`config.mk`:
```
export PLATFORM = sky130hd
export DESIGN_NAME = biu_top
export DESIGN_NICKNAME = d
export VERILOG_FILES = /design/src/biu_pkg.sv /design/src/core_req_port.sv /design/src/intr_ack_seq.sv /design/src/bus_cycle_ctrl.sv /design/src/read_word_assembler.sv /design/src/biu_top.sv
export SDC_FILE = /design/constraint.sdc
export NUM_CORES = 1
export LEC_CHECK = 0
export BUFFER_PORTS_ARGS = -buffer_cell sky130_fd_sc_hd__buf_4
export CORE_AREA = 2 2 92 94
export DETAILED_ROUTE_END_ITERATION = 12
export DIE_AREA = 0 0 94 96
export PLACE_DENSITY = 0.73
export SETUP_SLACK_MARGIN = 0.1
export SYNTH_ARGS = -nofsm -noshare
export SYNTH_HDL_FRONTEND = slang
export SYNTH_SLANG_ARGS = --single-unit
```
`constraint.sdc`:
```
create_clock -name clk -period 5.3 [get_ports clk]
set_input_delay 0.53 -clock clk [delete_from_list [all_inputs] [get_ports clk]]
set_output_delay 0.53 -clock clk [all_outputs]
set_load 0.005 [all_outputs]
```
`src/biu_pkg.sv`:
```
package biu_pkg;

    // physical address, 1 MB space
    typedef logic [19:0] bus_addr_t;

    typedef logic [7:0]  bus_data_t;   // one byte on ad
    typedef logic [15:0] cpu_word_t;   // core side data word

    // kind of bus cycle being run
    typedef enum logic [1:0] {
        mem_read,
        mem_write,
        int_ack
    } cyc_kind_t;

    // request as handed over by the core
    typedef struct packed {
        bus_addr_t addr;
        cpu_word_t wdata;
        logic      we;     // high for write
        logic      word;   // two bytes, low byte first
        logic      iom;    // high for i/o space
    } core_req_t;

    // one finished byte cycle, seen in T4
    typedef struct packed {
        bus_data_t data;   // byte taken from ad at end of T3
        cyc_kind_t kind;
        logic      hi;     // second byte of a pair
        logic      last;   // closes the whole cycle
    } byte_evt_t;

    // T-state machine of the bus
    typedef enum logic [2:0] {
        bs_idle,
        bs_t1,
        bs_t2,
        bs_t3,
        bs_t4,
        bs_held
    } bus_state_t;

    // interrupt acknowledge sequencer
    typedef enum logic [1:0] {
        ack_idle,
        ack_pend,       // waiting for the bus to run inta cycles
        ack_wait_low    // vector taken, wait for intr to drop
    } ack_state_t;

endpackage

```
`src/core_req_port.sv`:
```
`timescale 1ns/10ps

module core_req_port (
    input  logic                clk,
    input  logic                rst,
    input  logic                req_valid_i,
    input  biu_pkg::core_req_t  req_i,
    input  logic                byte_evt_valid_i,
    input  biu_pkg::byte_evt_t  byte_evt_i,
    output logic                req_pend_o,
    output biu_pkg::core_req_t  req_o,
    output logic                busy_o
);

    logic take_req;
    logic req_done;

    // a strobe while a request is pending is simply ignored
    assign take_req = req_valid_i && !req_pend_o;

    // final byte of a core cycle ends the request
    assign req_done = byte_evt_valid_i
                   && byte_evt_i.last
                   && (byte_evt_i.kind != biu_pkg::int_ack);

    always_ff @(posedge clk or negedge rst) begin
        if (!rst) begin
            req_pend_o <= 1'b0;
        end else begin
            if (take_req) begin
                req_pend_o <= 1'b1;
            end else if (req_done) begin
                req_pend_o <= 1'b0;
            end
        end
    end

    // request stays stable for the whole bus cycle
    always_ff @(posedge clk) begin
        if (take_req) begin
            req_o <= req_i;
        end
    end

    assign busy_o = req_pend_o;

endmodule

```
`src/intr_ack_seq.sv`:
```
`timescale 1ns/10ps

module intr_ack_seq (
    input  logic                clk,
    input  logic                rst,
    input  logic                intr_i,
    input  logic                byte_evt_valid_i,
    input  biu_pkg::byte_evt_t  byte_evt_i,
    output logic                ack_pend_o,
    output logic                vec_valid_o,
    output biu_pkg::bus_data_t  vec_o
);

    biu_pkg::ack_state_t state_q;
    biu_pkg::ack_state_t state_d;
    logic                ack_done;

    // second inta byte carries the vector
    assign ack_done = byte_evt_valid_i
                   && byte_evt_i.last
                   && (byte_evt_i.kind == biu_pkg::int_ack);

    always_comb begin
        state_d = state_q;
        case (state_q)
            biu_pkg::ack_idle: begin
                if (intr_i) begin
                    state_d = biu_pkg::ack_pend;
                end
            end
            biu_pkg::ack_pend: begin
                if (ack_done) begin
                    state_d = biu_pkg::ack_wait_low;
                end
            end
            biu_pkg::ack_wait_low: begin
                // one acknowledge per intr level
                if (!intr_i) begin
                    state_d = biu_pkg::ack_idle;
                end
            end
            default: state_d = biu_pkg::ack_idle;
        endcase
    end

    always_ff @(posedge clk or negedge rst) begin
        if (!rst) begin
            state_q     <= biu_pkg::ack_idle;
            vec_valid_o <= 1'b0;
        end else begin
            state_q     <= state_d;
            vec_valid_o <= ack_done;   // one cycle after last T4
        end
    end

    always_ff @(posedge clk) begin
        if (ack_done) begin
            vec_o <= byte_evt_i.data;
        end
    end

    assign ack_pend_o = (state_q == biu_pkg::ack_pend);

endmodule

```
`src/bus_cycle_ctrl.sv`:
```
`timescale 1ns/10ps

module bus_cycle_ctrl (
    input  logic                clk,
    input  logic                rst,
    input  logic                hold_i,
    input  logic                ready_i,
    input  biu_pkg::bus_data_t  ad_i,
    input  logic                req_pend_i,
    input  biu_pkg::core_req_t  req_i,
    input  logic                ack_pend_i,
    output biu_pkg::bus_addr_t  a_o,
    output logic                ale_o,
    output logic                rd_n_o,
    output logic                wr_n_o,
    output logic                inta_n_o,
    output logic                den_n_o,
    output logic                dtr_o,
    output logic                iom_o,
    output biu_pkg::bus_data_t  ad_o,
    output logic                ad_oe_o,
    output logic                hlda_o,
    output logic                byte_evt_valid_o,
    output biu_pkg::byte_evt_t  byte_evt_o
);

    biu_pkg::bus_state_t state_q;
    biu_pkg::bus_state_t state_d;
    biu_pkg::cyc_kind_t  kind_q;
    logic                hi_q;       // running the second byte
    logic                two_q;      // cycle has two bytes
    biu_pkg::bus_data_t  rx_q;       // byte taken from ad
    biu_pkg::bus_addr_t  byte_addr;
    logic                is_ack;
    logic                strobe_act;
    logic                addr_phase;
    logic                last_byte;

    assign is_ack     = (kind_q == biu_pkg::int_ack);
    assign strobe_act = (state_q == biu_pkg::bs_t2) || (state_q == biu_pkg::bs_t3);
    assign last_byte  = !two_q || hi_q;

    // inta cycles put no address out
    assign addr_phase = (state_q == biu_pkg::bs_t1) && !is_ack;

    // A for the first byte, A+1 for the second
    assign byte_addr = req_i.addr + biu_pkg::bus_addr_t'(hi_q);

    // arbitration is only done in idle, hold wins, then inta, then core
    always_comb begin
        state_d = state_q;
        case (state_q)
            biu_pkg::bs_idle: begin
                if (hold_i) begin
                    state_d = biu_pkg::bs_held;
                end else if (ack_pend_i || req_pend_i) begin
                    state_d = biu_pkg::bs_t1;
                end
            end
            biu_pkg::bs_t1: state_d = biu_pkg::bs_t2;
            biu_pkg::bs_t2: state_d = biu_pkg::bs_t3;
            biu_pkg::bs_t3: begin
                if (ready_i) begin
                    state_d = biu_pkg::bs_t4;   // else one more wait state
                end
            end
            biu_pkg::bs_t4: begin
                // second byte follows straight away, no idle between
                state_d = last_byte ? biu_pkg::bs_idle : biu_pkg::bs_t1;
            end
            biu_pkg::bs_held: begin
                if (!hold_i) begin
                    state_d = biu_pkg::bs_idle;
                end
            end
            default: state_d = biu_pkg::bs_idle;
        endcase
    end

    always_ff @(posedge clk or negedge rst) begin
        if (!rst) begin
            state_q <= biu_pkg::bs_idle;
            kind_q  <= biu_pkg::mem_read;
            hi_q    <= 1'b0;
            two_q   <= 1'b0;
        end else begin
            state_q <= state_d;
            if ((state_q == biu_pkg::bs_idle) && (state_d == biu_pkg::bs_t1)) begin
                hi_q <= 1'b0;
                if (ack_pend_i) begin
                    kind_q <= biu_pkg::int_ack;
                    two_q  <= 1'b1;               // two inta pulses
                end else begin
                    kind_q <= req_i.we ? biu_pkg::mem_write : biu_pkg::mem_read;
                    two_q  <= req_i.word;
                end
            end else if (state_q == biu_pkg::bs_t4) begin
                hi_q <= !last_byte;
            end
        end
    end

    // sample at the T3 edge that ends the wait states
    always_ff @(posedge clk) begin
        if ((state_q == biu_pkg::bs_t3) && ready_i) begin
            rx_q <= ad_i;
        end
    end

    assign a_o   = is_ack ? '0 : byte_addr;
    assign ale_o = addr_phase;
    assign iom_o = is_ack || req_i.iom;

    // strobes low from T2 up to the last T3
    assign rd_n_o   = !(strobe_act && (kind_q == biu_pkg::mem_read));
    assign wr_n_o   = !(strobe_act && (kind_q == biu_pkg::mem_write));
    assign inta_n_o = !(strobe_act && is_ack);
    assign den_n_o  = !strobe_act;
    assign dtr_o    = !(strobe_act && (kind_q != biu_pkg::mem_write));   // low = into cpu

    // ad carries address in T1, write byte during the strobe
    assign ad_oe_o = addr_phase || (strobe_act && (kind_q == biu_pkg::mem_write));
    always_comb begin
        if (state_q == biu_pkg::bs_t1) begin
            ad_o = byte_addr[7:0];
        end else if (hi_q) begin
            ad_o = req_i.wdata[15:8];
        end else begin
            ad_o = req_i.wdata[7:0];
        end
    end

    assign hlda_o = (state_q == biu_pkg::bs_held);

    assign byte_evt_valid_o = (state_q == biu_pkg::bs_t4);
    assign byte_evt_o.data  = rx_q;
    assign byte_evt_o.kind  = kind_q;
    assign byte_evt_o.hi    = hi_q;
    assign byte_evt_o.last  = last_byte;

endmodule

```
`src/read_word_assembler.sv`:
```
`timescale 1ns/10ps

module read_word_assembler (
    input  logic                clk,
    input  logic                rst,
    input  logic                byte_evt_valid_i,
    input  biu_pkg::byte_evt_t  byte_evt_i,
    output logic                done_o,
    output biu_pkg::cpu_word_t  rdata_o
);

    biu_pkg::bus_data_t lo_q;       // first byte of a pair
    biu_pkg::bus_data_t rx_byte;
    biu_pkg::cpu_word_t word_nxt;
    logic               core_evt;

    // inta bytes belong to the vector path
    assign core_evt = byte_evt_valid_i && (byte_evt_i.kind != biu_pkg::int_ack);

    // writes give zero
    assign rx_byte = (byte_evt_i.kind == biu_pkg::mem_read) ? byte_evt_i.data : '0;

    always_comb begin
        if (byte_evt_i.hi) begin
            word_nxt = {rx_byte, lo_q};
        end else begin
            word_nxt = {8'h00, rx_byte};   // first byte starts a fresh word
        end
    end

    always_ff @(posedge clk) begin
        if (core_evt && !byte_evt_i.hi) begin
            lo_q <= rx_byte;
        end
        if (core_evt && byte_evt_i.last) begin
            rdata_o <= word_nxt;
        end
    end

    always_ff @(posedge clk or negedge rst) begin
        if (!rst) begin
            done_o <= 1'b0;
        end else begin
            done_o <= core_evt && byte_evt_i.last;
        end
    end

endmodule

```
`src/biu_top.sv`:
```
`timescale 1ns/10ps

module biu_top (
    input  logic                clk,
    input  logic                rst,
    // core side
    input  logic                req_valid_i,
    input  biu_pkg::core_req_t  req_i,
    output logic                busy_o,
    output logic                done_o,
    output biu_pkg::cpu_word_t  rdata_o,
    // interrupt and hold
    input  logic                intr_i,
    output logic                vec_valid_o,
    output biu_pkg::bus_data_t  vec_o,
    input  logic                hold_i,
    output logic                hlda_o,
    // 8088 bus
    input  logic                ready_i,
    input  biu_pkg::bus_data_t  ad_i,
    output biu_pkg::bus_data_t  ad_o,
    output logic                ad_oe_o,
    output biu_pkg::bus_addr_t  a_o,
    output logic                ale_o,
    output logic                rd_n_o,
    output logic                wr_n_o,
    output logic                inta_n_o,
    output logic                den_n_o,
    output logic                dtr_o,
    output logic                iom_o
);

    logic               req_pend;
    biu_pkg::core_req_t req_q;
    logic               ack_pend;
    logic               byte_evt_valid;
    biu_pkg::byte_evt_t byte_evt;

    core_req_port u_req_port (
        .clk              (clk),
        .rst              (rst),
        .req_valid_i      (req_valid_i),
        .req_i            (req_i),
        .byte_evt_valid_i (byte_evt_valid),
        .byte_evt_i       (byte_evt),
        .req_pend_o       (req_pend),
        .req_o            (req_q),
        .busy_o           (busy_o)
    );

    intr_ack_seq u_intr_ack (
        .clk              (clk),
        .rst              (rst),
        .intr_i           (intr_i),
        .byte_evt_valid_i (byte_evt_valid),
        .byte_evt_i       (byte_evt),
        .ack_pend_o       (ack_pend),
        .vec_valid_o      (vec_valid_o),
        .vec_o            (vec_o)
    );

    bus_cycle_ctrl u_bus_ctrl (
        .clk              (clk),
        .rst              (rst),
        .hold_i           (hold_i),
        .ready_i          (ready_i),
        .ad_i             (ad_i),
        .req_pend_i       (req_pend),
        .req_i            (req_q),
        .ack_pend_i       (ack_pend),
        .a_o              (a_o),
        .ale_o            (ale_o),
        .rd_n_o           (rd_n_o),
        .wr_n_o           (wr_n_o),
        .inta_n_o         (inta_n_o),
        .den_n_o          (den_n_o),
        .dtr_o            (dtr_o),
        .iom_o            (iom_o),
        .ad_o             (ad_o),
        .ad_oe_o          (ad_oe_o),
        .hlda_o           (hlda_o),
        .byte_evt_valid_o (byte_evt_valid),
        .byte_evt_o       (byte_evt)
    );

    read_word_assembler u_rd_asm (
        .clk              (clk),
        .rst              (rst),
        .byte_evt_valid_i (byte_evt_valid),
        .byte_evt_i       (byte_evt),
        .done_o           (done_o),
        .rdata_o          (rdata_o)
    );

endmodule

```
==> results of run 1 <==
[per-layer routing]
layer	track usage	vias to the layer above
met5	0	-
met4	0.0894	0
met3	0.0352	17
met2	0.314	95
met1	0.237	1297
li1	-	1335
[placed cells by master (no fill, tap or decap), drive strengths merged, types with 9 or more instances in the layout]
cell type	instances
and2	11
nor2	30
buf	120
a21oi	15
clkbuf	10
nand2	19
nand3	9
nor2b	10
dfrtp	12
edfxtp	79
o21ai	11
and3	9
[cell families (layout without fill, tap and decap cells)]
group                    Yosys count  count (layout)  synth area share
flip-flops                        91              91             0.690
multiplexers                      10              10            0.0284
AND/OR/NAND/NOR                  115             115             0.156
AO/OA/AOI/OAI                     48              48            0.0788
adder cells (fa/ha/maj)            2               2           0.00646
XOR/XNOR                          11              11            0.0249
buffers and inverters             16             143            0.0155
[area by class of cell]
cell class	count	area, µm²	area share
multi-input cells	186	1150	0.225
inverters	6	22.5	0.00441
clock inverters	6	96.3	0.0188
well taps	105	131	0.0257
repair buffers	121	911	0.178
flip-flops and latches	91	2670	0.523
clock buffers	10	128	0.0250
[where the power goes]
part / switching, mW / internal (mW) / total [mW]
combinational: 0.386 / 0.361 / 0.747
clock: 0.241 / 0.272 / 0.512
sequential: 0.0624 / 0.878 / 0.940
[state kept, by name, summed over array words and instances, names as in the netlist, 2 cells and up]
register / flops
u_req_port.req_o: 39
u_rd_asm.rdata_o: 16
u_bus_ctrl.rx_q: 8
u_intr_ack.vec_o: 8
u_rd_asm.lo_q: 8
u_bus_ctrl.state_q: 3
u_bus_ctrl.kind_q: 2
u_intr_ack.state_q: 2
[worst max-delay path by stage]
| stage | to | cells past startpoint |
|---|---|---|
| floorplan | u_req_port.req_o[0] | 1 |
| global placement | a_o[16] | 7 |
| detailed placement | a_o[16] | 7 |
| CTS | a_o[16] | 7 |
| global route | a_o[18] | 7 |
| finish | a_o[16] | 7 |
[per-stage QoR]
step                worst slack (ps)  instances  hold WS (ps)
global route                    2240        525           333
CTS                             2390        525           339
global placement                2910        508           383
finish                          2360        525           355
detailed placement              2790        508           380
floorplan                       2580        293           234
[critical path: cells and delay by family (launching register included)]
| family | cells | cell delay (ps) |
|---|---|---|
| simple gates | 2 | 810 |
| fa+ha+maj | 2 | 400 |
| compound gates | 2 | 380 |
| flops | 1 | 350 |
| buf+inv | 1 | 130 |
[what timing repair did]
item	CTS	global route
resized for setup	0	0
hold buffers	1	0
endpoints found under the hold margin	8	0
[synthesized netlist by cell type, types with 2 or more instances]
master	count	area share
buf_1	2	0.0019
dfrtp_1	12	0.077
and2_1	11	0.018
xnor2_1	8	0.018
nor3_1	8	0.010
xor2_1	3	0.0068
and3_1	9	0.015
inv_1	6	0.0058
nand2_1	19	0.018
a21oi_1	15	0.019
o21ai_0	11	0.014
nor2_1	30	0.029
edfxtp_1	79	0.61
ha_1	2	0.0065
nor2b_1	10	0.016
nand2b_1	3	0.0048
nand4_1	2	0.0032
nor4_1	4	0.0065
a41o_1	2	0.0052
clkbuf_1	8	0.0077
a31oi_1	4	0.0065
or3_1	3	0.0048
nand3_1	8	0.010
a31o_2	4	0.0090
mux2i_1	2	0.0052
a211oi_1	7	0.014
mux2_2	8	0.023
==> out/metrics.cfg, run 1 <==
[synth]
synth-async-reset-ratio=0.132
synth_cells=293
ys_seq_area_frac=0.690
synthFlopType=edfxtp_1
syn_area_um2=3870
ys_ff_latch=91
syn_avg_cell_area_um2=13.2
synth_edf_count=79
syn_nets=348
synth.distinct_cells=40
yosys_warnings=0

[placement]
detailed_place.area_um2=4880
dp_hpwl_um=6190
place_congestion=0.839
port_buffers=116

[clock_tree]
cts_buffers=9
root_buffer=clkbuf_8
clk_pin_slew_worst_paths_ps=90
insertion_delay_ps=340
clockBufferDepth=2
cts.sink_count=91
htreeDepth=3
tritoncts=yes
post_cts_buffers=0

[die]
design.core.area_um2=8050
initial_utilization=0.481
dieWidth_um=94
dieArea_um2=9020
io_pins=117
die_h_um=96
num_rows=33

[setup_path]
end_kind=output pin
rrSetupSlack_ps=3250
slowest_delay_ps=540
r2r-end=u_bus_ctrl.rx_q[1]
critPathMaxFanout=7
critPathSlowestCell=nor3_1
path_class=reg -> out
required_ps=4770
r2r_start=u_bus_ctrl.state_q[2]
path_cells=ha_1 -> ha_1 -> nand4_1 -> nor3_1 -> a31oi_1 -> a41o_1 -> buf_4
critPathLaunch=u_bus_ctrl.hi_q
ff2ff_path_depth=3
cpMostUsedCell=ha_1
startpoint_type=flop
cp.arrival_ps=2410

[sta]
rsz0062_at_grt=no
min_period_ps=2940
fin_skew_ps=7.98
finalMaxSlewViolations=0
worst_pin_slew_ps=1080
setup_viol=0
fmax_mhz=340
hold_viol=0
period_share=0.554
max_slew_margin=0.278
fin_tns_setup_ps=0

[finish]
area_delta_synth_final_pct=31.9
design_area_um2=5110
layout.nets=470
fillers=608
antenna_cells=0
fin_util=0.635
drive_gt1_frac=0.364

[grt]
antenna_found_initial=0
grt_pass1_wl_um=12700
grt_max_degree=40
grt.overflow.total=0
grt_pass1_vias=2624
gr-usage-all-layers=0.187

[drt]
route.met2.wl_um=4200
wl_met3_um=432
firstDrtPassIters=4
wl_met1_um=3470
routed_wirelength_um=8380
drt_iter0_markers=141
route.detailed.drc=0
wl_per_cell_um=16.0
drtAntennaViolNets=0
num_vias=2744
dr.max_layer_used=met4
viasPerCell=5.23

[hold_path]
worstHoldPathCells=1
hold_end=u_req_port.req_o[0]
min_from=req_i[0]
hold_path.class=in -> reg

[run]
drv_cap=0

[pwr]
ir_drop_v=0.000261
power.total_mw=2.20
power.leakage_nw=2.00
p_per_area_nw_per_um2=430

[status]
status=finished, final reports clean

Note: power is estimated with default switching activity, not from simulation.
==> inputs of run 2 (changes only) <==
CORE_AREA = 2 2 95 97   (was 2 2 92 94)
DIE_AREA = 0 0 97 99   (was 0 0 94 96)
PLACE_DENSITY = 0.71   (was 0.73)
clock period = 2.7 ns   (was 5.3 ns; I/O delays follow)
==> run 2 against run 1 <==
Effect of this change:
- largest cell class unchanged
- via count rose by 0.91%
- wire length is 2.0% higher
- sequential share of layout area is 0.79 points lower
- worst setup slack lost 2100 ps
- clock power increased by 120%
- total power rose by 100%
==> out/metrics.cfg, run 2 (synthesis results as in run 1) <==
[drt]
wl_per_cell_um=16.0  ; about the same
routed_wirelength_um=8550  ; was 8380 µm
num_vias=2769  ; was 2,744
viasPerCell=5.19  ; was 5.23
drt_iter0_markers=146  ; was 141
route.detailed.drc=0  ; unchanged
firstDrtPassIters=4  ; unchanged
drtAntennaViolNets=0  ; unchanged

[finish]
biggestRegsByFlops=u_req_port.req_o x39, u_rd_asm.rdata_o x16  ; unchanged
antenna_cells=0  ; unchanged
layout.nets=476  ; was 470
drive_gt1_frac=0.378  ; was 0.364
area_delta_synth_final_pct=33.9  ; was 31.9%
top_register=u_req_port.req_o  ; unchanged
largest_reg_flops=39  ; unchanged
fin_cells=534  ; was 525
final_common_cell=buf_4  ; unchanged
layout_common_cells=buf_4, edfxtp_1, nor2_1, nand2_1, a21oi_1  ; unchanged
fillers=689  ; was 608

[sta]
setup_viol=0  ; unchanged
finalMaxSlewViolations=0  ; unchanged
worst_pin_slew_ps=681  ; was 1080 ps
max_slew_margin=0.544  ; was 0.278
min_period_ps=2440
fin_ws_ps=257  ; was 2360 ps
period_share=0.905
fin_tns_setup_ps=0  ; unchanged
hold_viol=0  ; unchanged
fin_skew_ps=9.94  ; was 7.98 ps
fmax_mhz=409
holdWs_ps=87.2  ; was 355 ps
rsz0062_at_grt=no  ; unchanged

[pwr]
p_per_area_nw_per_um2=864  ; was 430 nW/µm²
ir_drop_v=0.000565  ; was 0.000261 V
power.leakage_nw=2.05  ; was 2.00 nW
power.total_mw=4.48  ; was 2.20 mW

[grt]
grt_pass1_wl_um=13700  ; was 12,700 µm
gr-usage-all-layers=0.183  ; was 0.187
grt_max_degree=40  ; unchanged
grt.overflow.total=0  ; unchanged
antenna_found_initial=0  ; unchanged
grt_pass1_vias=2679  ; was 2,624

[clock_tree]
tritoncts=yes  ; unchanged
cts_buffers=9  ; unchanged
clockBufferDepth=2  ; unchanged
htreeDepth=3  ; unchanged
root_buffer=clkbuf_8  ; unchanged
cts.sink_count=91  ; unchanged
clk_pin_slew_worst_paths_ps=90  ; about the same
insertion_delay_ps=350  ; was 340 ps

[die]
dieWidth_um=97  ; was 94 µm
io_pins=117  ; unchanged
dieArea_um2=9600  ; was 9020 µm²
design.core.area_um2=8550  ; was 8050 µm²
die_h_um=99  ; was 96 µm
initial_utilization=0.453  ; was 0.481
num_rows=34  ; was 33

[setup_path]
startpoint_type=flop  ; unchanged
end_kind=output pin  ; unchanged
cp.arrival_ps=2170  ; was 2410 ps
path_class=reg -> out  ; unchanged
critPathMaxFanout=7  ; unchanged
required_ps=2430  ; was 4770 ps

[placement]
place_congestion=0.870  ; was 0.839
dp_hpwl_um=6110  ; was 6190 µm
dpl_worst_slack_ps=487  ; was 2790 ps
port_buffers=116  ; unchanged
dp.cells=516  ; was 508

[hold_path]
hold_path.class=in -> reg  ; unchanged

[status]
status=finished, final reports clean  ; unchanged

[run]
drv_cap=0  ; unchanged

[run 2: path summary, 6_finish.rpt]
path	cells after the start	slack, ps	start	end
min	1	90	req_i[30]	u_req_port.req_o[30]
max reg2reg	3	820	u_bus_ctrl.state_q[1]	u_rd_asm.lo_q[7]
max in group asynchronous	2	2260	rst	u_bus_ctrl.hi_q
min in group asynchronous	2	280	rst	u_rd_asm.done_o
max	5	260	u_req_port.req_o[27]	a_o[17]
min reg2reg	1	480	u_req_port.req_o[2]	u_bus_ctrl.kind_q[0]
[run 2: layout make-up]
class | count | area (µm²) | share of cell area
Inverter | 6 | 22.5 | 0.00434
Timing Repair Buffer | 127 | 956 | 0.184
Tap cell | 108 | 135 | 0.0260
Multi-Input combinational cell | 186 | 1150 | 0.223
Clock inverter | 6 | 111 | 0.0215
Sequential cell | 91 | 2670 | 0.515
Clock buffer | 10 | 138 | 0.0265
[run 2: per-layer routing]
metal / global-route usage / share of wire / up-vias / routed length [µm]
met5: 0 / 0 / - / 0
met4: 0.0878 / 0.024 / 0 / 205
met3: 0.0369 / 0.047 / 19 / 406
met2: 0.292 / 0.50 / 95 / 4320
met1: 0.242 / 0.42 / 1304 / 3620
li1: - / - / 1351 / -
[run 2: timing repair]
item                       4_1_cts  5_1_grt
setup buffers                    0        1
setup endpoints to repair        2        4
hold buffers                     1        0
pin swaps                        0        1
gates resized for setup          1        0
hold endpoints to repair        12        0
[run 2: report_power, final]
part	leakage [nW]	internal (mW)	switching (mW)
registers	0.859	1.72	0.123
clock network	0.123	0.642	0.471
logic	1.07	0.754	0.770
[run 2: worst max-delay path: stages, from the launching register on]
cell and delay [ps]:
edfxtp_1 460, nand4_2 200, or4_4 540, or3_1 330, a21oi_1 160, buf_4 130
[run 2: stage by stage]
stage / cell area [µm²] / util
6_report: 5190 / 0.607
4_1_cts: 5180 / 0.606
3_3_place_gp: 4920 / 0.575
2_1_floorplan: 3880 / -
3_5_place_dp: 4920 / 0.575
5_1_grt: 5190 / 0.607
==> inputs of run 3 (changes only) <==
ABC_AREA = 1   (was not set)
CORE_AREA = 2 2 96 98   (was 2 2 95 97)
DIE_AREA = 0 0 98 100   (was 0 0 97 99)
clock period = 1.96 ns   (was 2.7 ns; I/O delays follow)
==> run 3 against run 2 <==
Effect of this change:
- the run now ends with setup timing left
- total power up 50%
- wire length is 19% higher
- clock skew is essentially flat
- worst setup slack got worse by 450 ps
- register-to-register slack lost 550 ps
- global-route usage is 1.2 points higher
- via count up 20%
- clock power increased by 16%
- synthesized cell count is 22% higher
- synthesized area rose by 1.4%
- largest power group is now combinational cells
==> out/metrics.cfg, run 3 <==
[synth]
synthTopCellsByCount=edfxtp_1, nand2_1, nor2_1, inv_1, o21ai_1  ; was edfxtp_1, nor2_1, nand2_1, a21oi_1, dfrtp_1
syn_area_um2=3930  ; was 3870 µm²
yosys.area.top_type=edfxtp_1  ; unchanged
yosysMostFrequentCell=edfxtp_1  ; unchanged
synth_area_leaders=edfxtp_1, dfrtp_1, nand2_1  ; was edfxtp_1, dfrtp_1, nor2_1
ys_ff_latch=91  ; unchanged
syn_avg_cell_area_um2=11.0  ; was 13.2 µm²
synthFlopType=edfxtp_1  ; unchanged
yosys_warnings=0  ; unchanged
syn_nets=412  ; was 348
synth_cells=357  ; was 293
synth.distinct_cells=32  ; was 40
ys_seq_area_frac=0.680  ; was 0.690
yosysTopAreaCellShare=0.604  ; was 0.612
synth_edf_count=79  ; unchanged
synth-async-reset-ratio=0.132  ; unchanged

[finish]
top_register=u_req_port.req_o  ; unchanged
drive_gt1_frac=0.400  ; was 0.378
largest_reg_flops=39  ; unchanged
antenna_cells=0  ; unchanged
area_delta_synth_final_pct=55.3  ; was 33.9%
ff_latch_area_um2=2670  ; about the same
design_area_um2=6100  ; was 5190 µm²
final_common_cell=buf_4  ; unchanged
layout_common_cells=buf_4, edfxtp_1, nand2_1, dlygate4sd3_1, nor2_1  ; was buf_4, edfxtp_1, nor2_1, nand2_1, a21oi_1
fin_util=0.686  ; was 0.607
biggestRegsByFlops=u_req_port.req_o x39, u_rd_asm.rdata_o x16  ; unchanged
fillers=609  ; was 689
layout.nets=608  ; was 476
multi_input_comb_area_um2=1280  ; was 1150 µm²

[drt]
wl_per_cell_um=15.2  ; was 16.0 µm
routed_wirelength_um=10200  ; was 8550 µm
viasPerCell=4.95  ; was 5.19
num_vias=3314  ; was 2,769
route.detailed.drc=0  ; unchanged
firstDrtPassIters=5  ; was 4
drtAntennaViolNets=0  ; unchanged
drt_iter0_markers=140  ; was 146

[die]
io_pins=117  ; unchanged
design.core.area_um2=8890  ; was 8550 µm²
dieWidth_um=98  ; was 97 µm
dieArea_um2=9800  ; was 9600 µm²
die_h_um=100  ; was 99 µm
num_rows=35  ; was 34
initial_utilization=0.442  ; was 0.453

[setup_path]
r2r-end=u_intr_ack.vec_o[7]  ; was u_rd_asm.lo_q[7]
startpoint_type=flop  ; unchanged
critPathSlowestCell=edfxtp_1  ; was or4_4
path_cells=ha_4 -> ha_4 -> nand2_4 -> nor2_4 -> buf_4 -> nand2_2 -> nor2_2 -> xnor2_1 -> nor2_1 -> buf_4  ; was nand4_2 -> or4_4 -> or3_1 -> a21oi_1 -> buf_4
r2r_start=u_bus_ctrl.state_q[0]  ; was u_bus_ctrl.state_q[1]
rrSetupSlack_ps=270  ; was 820 ps
ff2ff_path_depth=5  ; was 3
critPathMaxFanout=5  ; was 7
slowest_delay_ps=400  ; was 540 ps
path_class=reg -> out  ; unchanged
cp.arrival_ps=1960  ; was 2170 ps
required_ps=1760  ; was 2430 ps
end_kind=output pin  ; unchanged

[sta]
holdWs_ps=12.2  ; was 87.2 ps
worst_pin_slew_ps=387  ; was 681 ps
fin_ws_ps=-192  ; was 257 ps
hold_viol=0  ; unchanged
min_period_ps=2150
fin_skew_ps=9.79  ; was 9.94 ps
setup_viol=24  ; was 0
period_share=1.10
finalMaxSlewViolations=0  ; unchanged
max_slew_margin=0.740  ; was 0.544
rsz0062_at_grt=yes  ; was no
fmax_mhz=465

[hold_path]
min_from=ad_i[2]  ; was req_i[30]
hold_end=u_bus_ctrl.rx_q[2]  ; was u_req_port.req_o[30]
hold_path.class=in -> reg  ; unchanged
worstHoldPathCells=1  ; unchanged

[clock_tree]
htreeDepth=3  ; unchanged
clk_pin_slew_worst_paths_ps=100  ; was 90 ps
tritoncts=yes  ; unchanged
cts.sink_count=91  ; unchanged
cts_buffers=9  ; unchanged
clockBufferDepth=2  ; unchanged
root_buffer=clkbuf_8  ; unchanged
insertion_delay_ps=370  ; was 350 ps

[status]
violations=setup timing
status=finished with violations  ; was finished, final reports clean

[pwr]
power.leakage_nw=2.61  ; was 2.05 nW
p_per_area_nw_per_um2=1100  ; was 864 nW/µm²
ir_drop_v=0.000608  ; was 0.000565 V

[run]
drv_cap=0  ; unchanged

[grt]
gr-usage-all-layers=0.195  ; was 0.183
grt_pass1_vias=3142  ; was 2,679
grt_max_degree=40  ; unchanged
grt_pass1_wl_um=14800  ; was 13,700 µm
antenna_found_initial=0  ; unchanged
grt.overflow.total=0  ; unchanged

[placement]
port_buffers=116  ; unchanged
detailed_place.area_um2=4990  ; was 4920 µm²
place_congestion=0.865  ; was 0.870
dp_hpwl_um=6260  ; was 6110 µm
dpl_worst_slack_ps=109  ; was 487 ps

-- run 3: cell types whose count changed after synthesis, moves of 7 or more --
cell	change
inv_1	+27
o21ai_1	+22
nor2b_1	-10
or2_2	+8
a21oi_1	-11
a211oi_1	-7
and2_1	-10
nor2_1	+16
nand2_1	+58
and3_1	-8
o21ai_0	-9
inv_2	+9
mux2_2	-8
-- run 3: layout make-up --
type,count,area share
Clock inverter,7,0.0129
Sequential cell,91,0.438
Tap cell,111,0.0228
Timing Repair Buffer,192,0.268
Inverter,42,0.0277
Multi-Input combinational cell,217,0.211
Clock buffer,9,0.0203
-- run 3: layer usage --
metal | track usage | wire length (µm) | up-vias
met5 | 0 | 0 | -
met4 | 0.0641 | 117 | 0
met3 | 0.0397 | 573 | 11
met2 | 0.366 | 5620 | 143
met1 | 0.222 | 3850 | 1571
li1 | - | - | 1589
-- run 3: repair_timing --
item,4_1_cts,5_1_grt
gates cloned,1,0
hold buffers,30,16
hold endpoints to repair,41,16
setup endpoints to repair,25,34
gates resized for setup,39,21
setup buffers,14,6
pin swaps,14,11
-- run 3: worst max-delay path by stage --
stage               slack (ps)            startpoint                   to
floorplan                  280     u_req_port.busy_o  u_req_port.req_o[0]
global placement           140       u_bus_ctrl.hi_q              a_o[18]
detailed placement         110       u_bus_ctrl.hi_q              a_o[18]
CTS                       -150       u_bus_ctrl.hi_q              a_o[18]
global route              -290  u_req_port.req_o[19]              a_o[16]
finish                    -190  u_req_port.req_o[19]              a_o[16]
-- run 3: logic make-up (layout without fill, tap and decap cells) --
logic type / Yosys count / in the layout / share of synthesized area
compound gates: 38 / 38 / 0.0548
xor+xnor: 8 / 8 / 0.0178
fa+ha+maj: 2 / 2 / 0.00637
buf+inv: 49 / 250 / 0.0481
flops: 91 / 91 / 0.680
simple gates: 169 / 169 / 0.193
-- run 3: metrics by stage --
step	setup TNS (ps)	instances	total power, mW
2_1_floorplan	0	357	3.87
3_3_place_gp	0	586	4.96
3_5_place_dp	0	586	5.02
4_1_cts	-1510	647	6.57
5_1_grt	-4890	669	7.12
6_report	-2690	669	6.73
-- run 3: power by group --
group          switching (mW)  internal [mW]
Combinational            1.46           1.30
Clock                   0.778          0.512
Sequential              0.187           2.50
-- run 3: critical path: cells and delay by family, from the launching register on --
family,cells,cell delay (ps)
buffers and inverters,2,290
adders and majority gates,2,310
DFF,1,400
xor gates and xnor gates,1,120
and+or+nand+nor,5,470
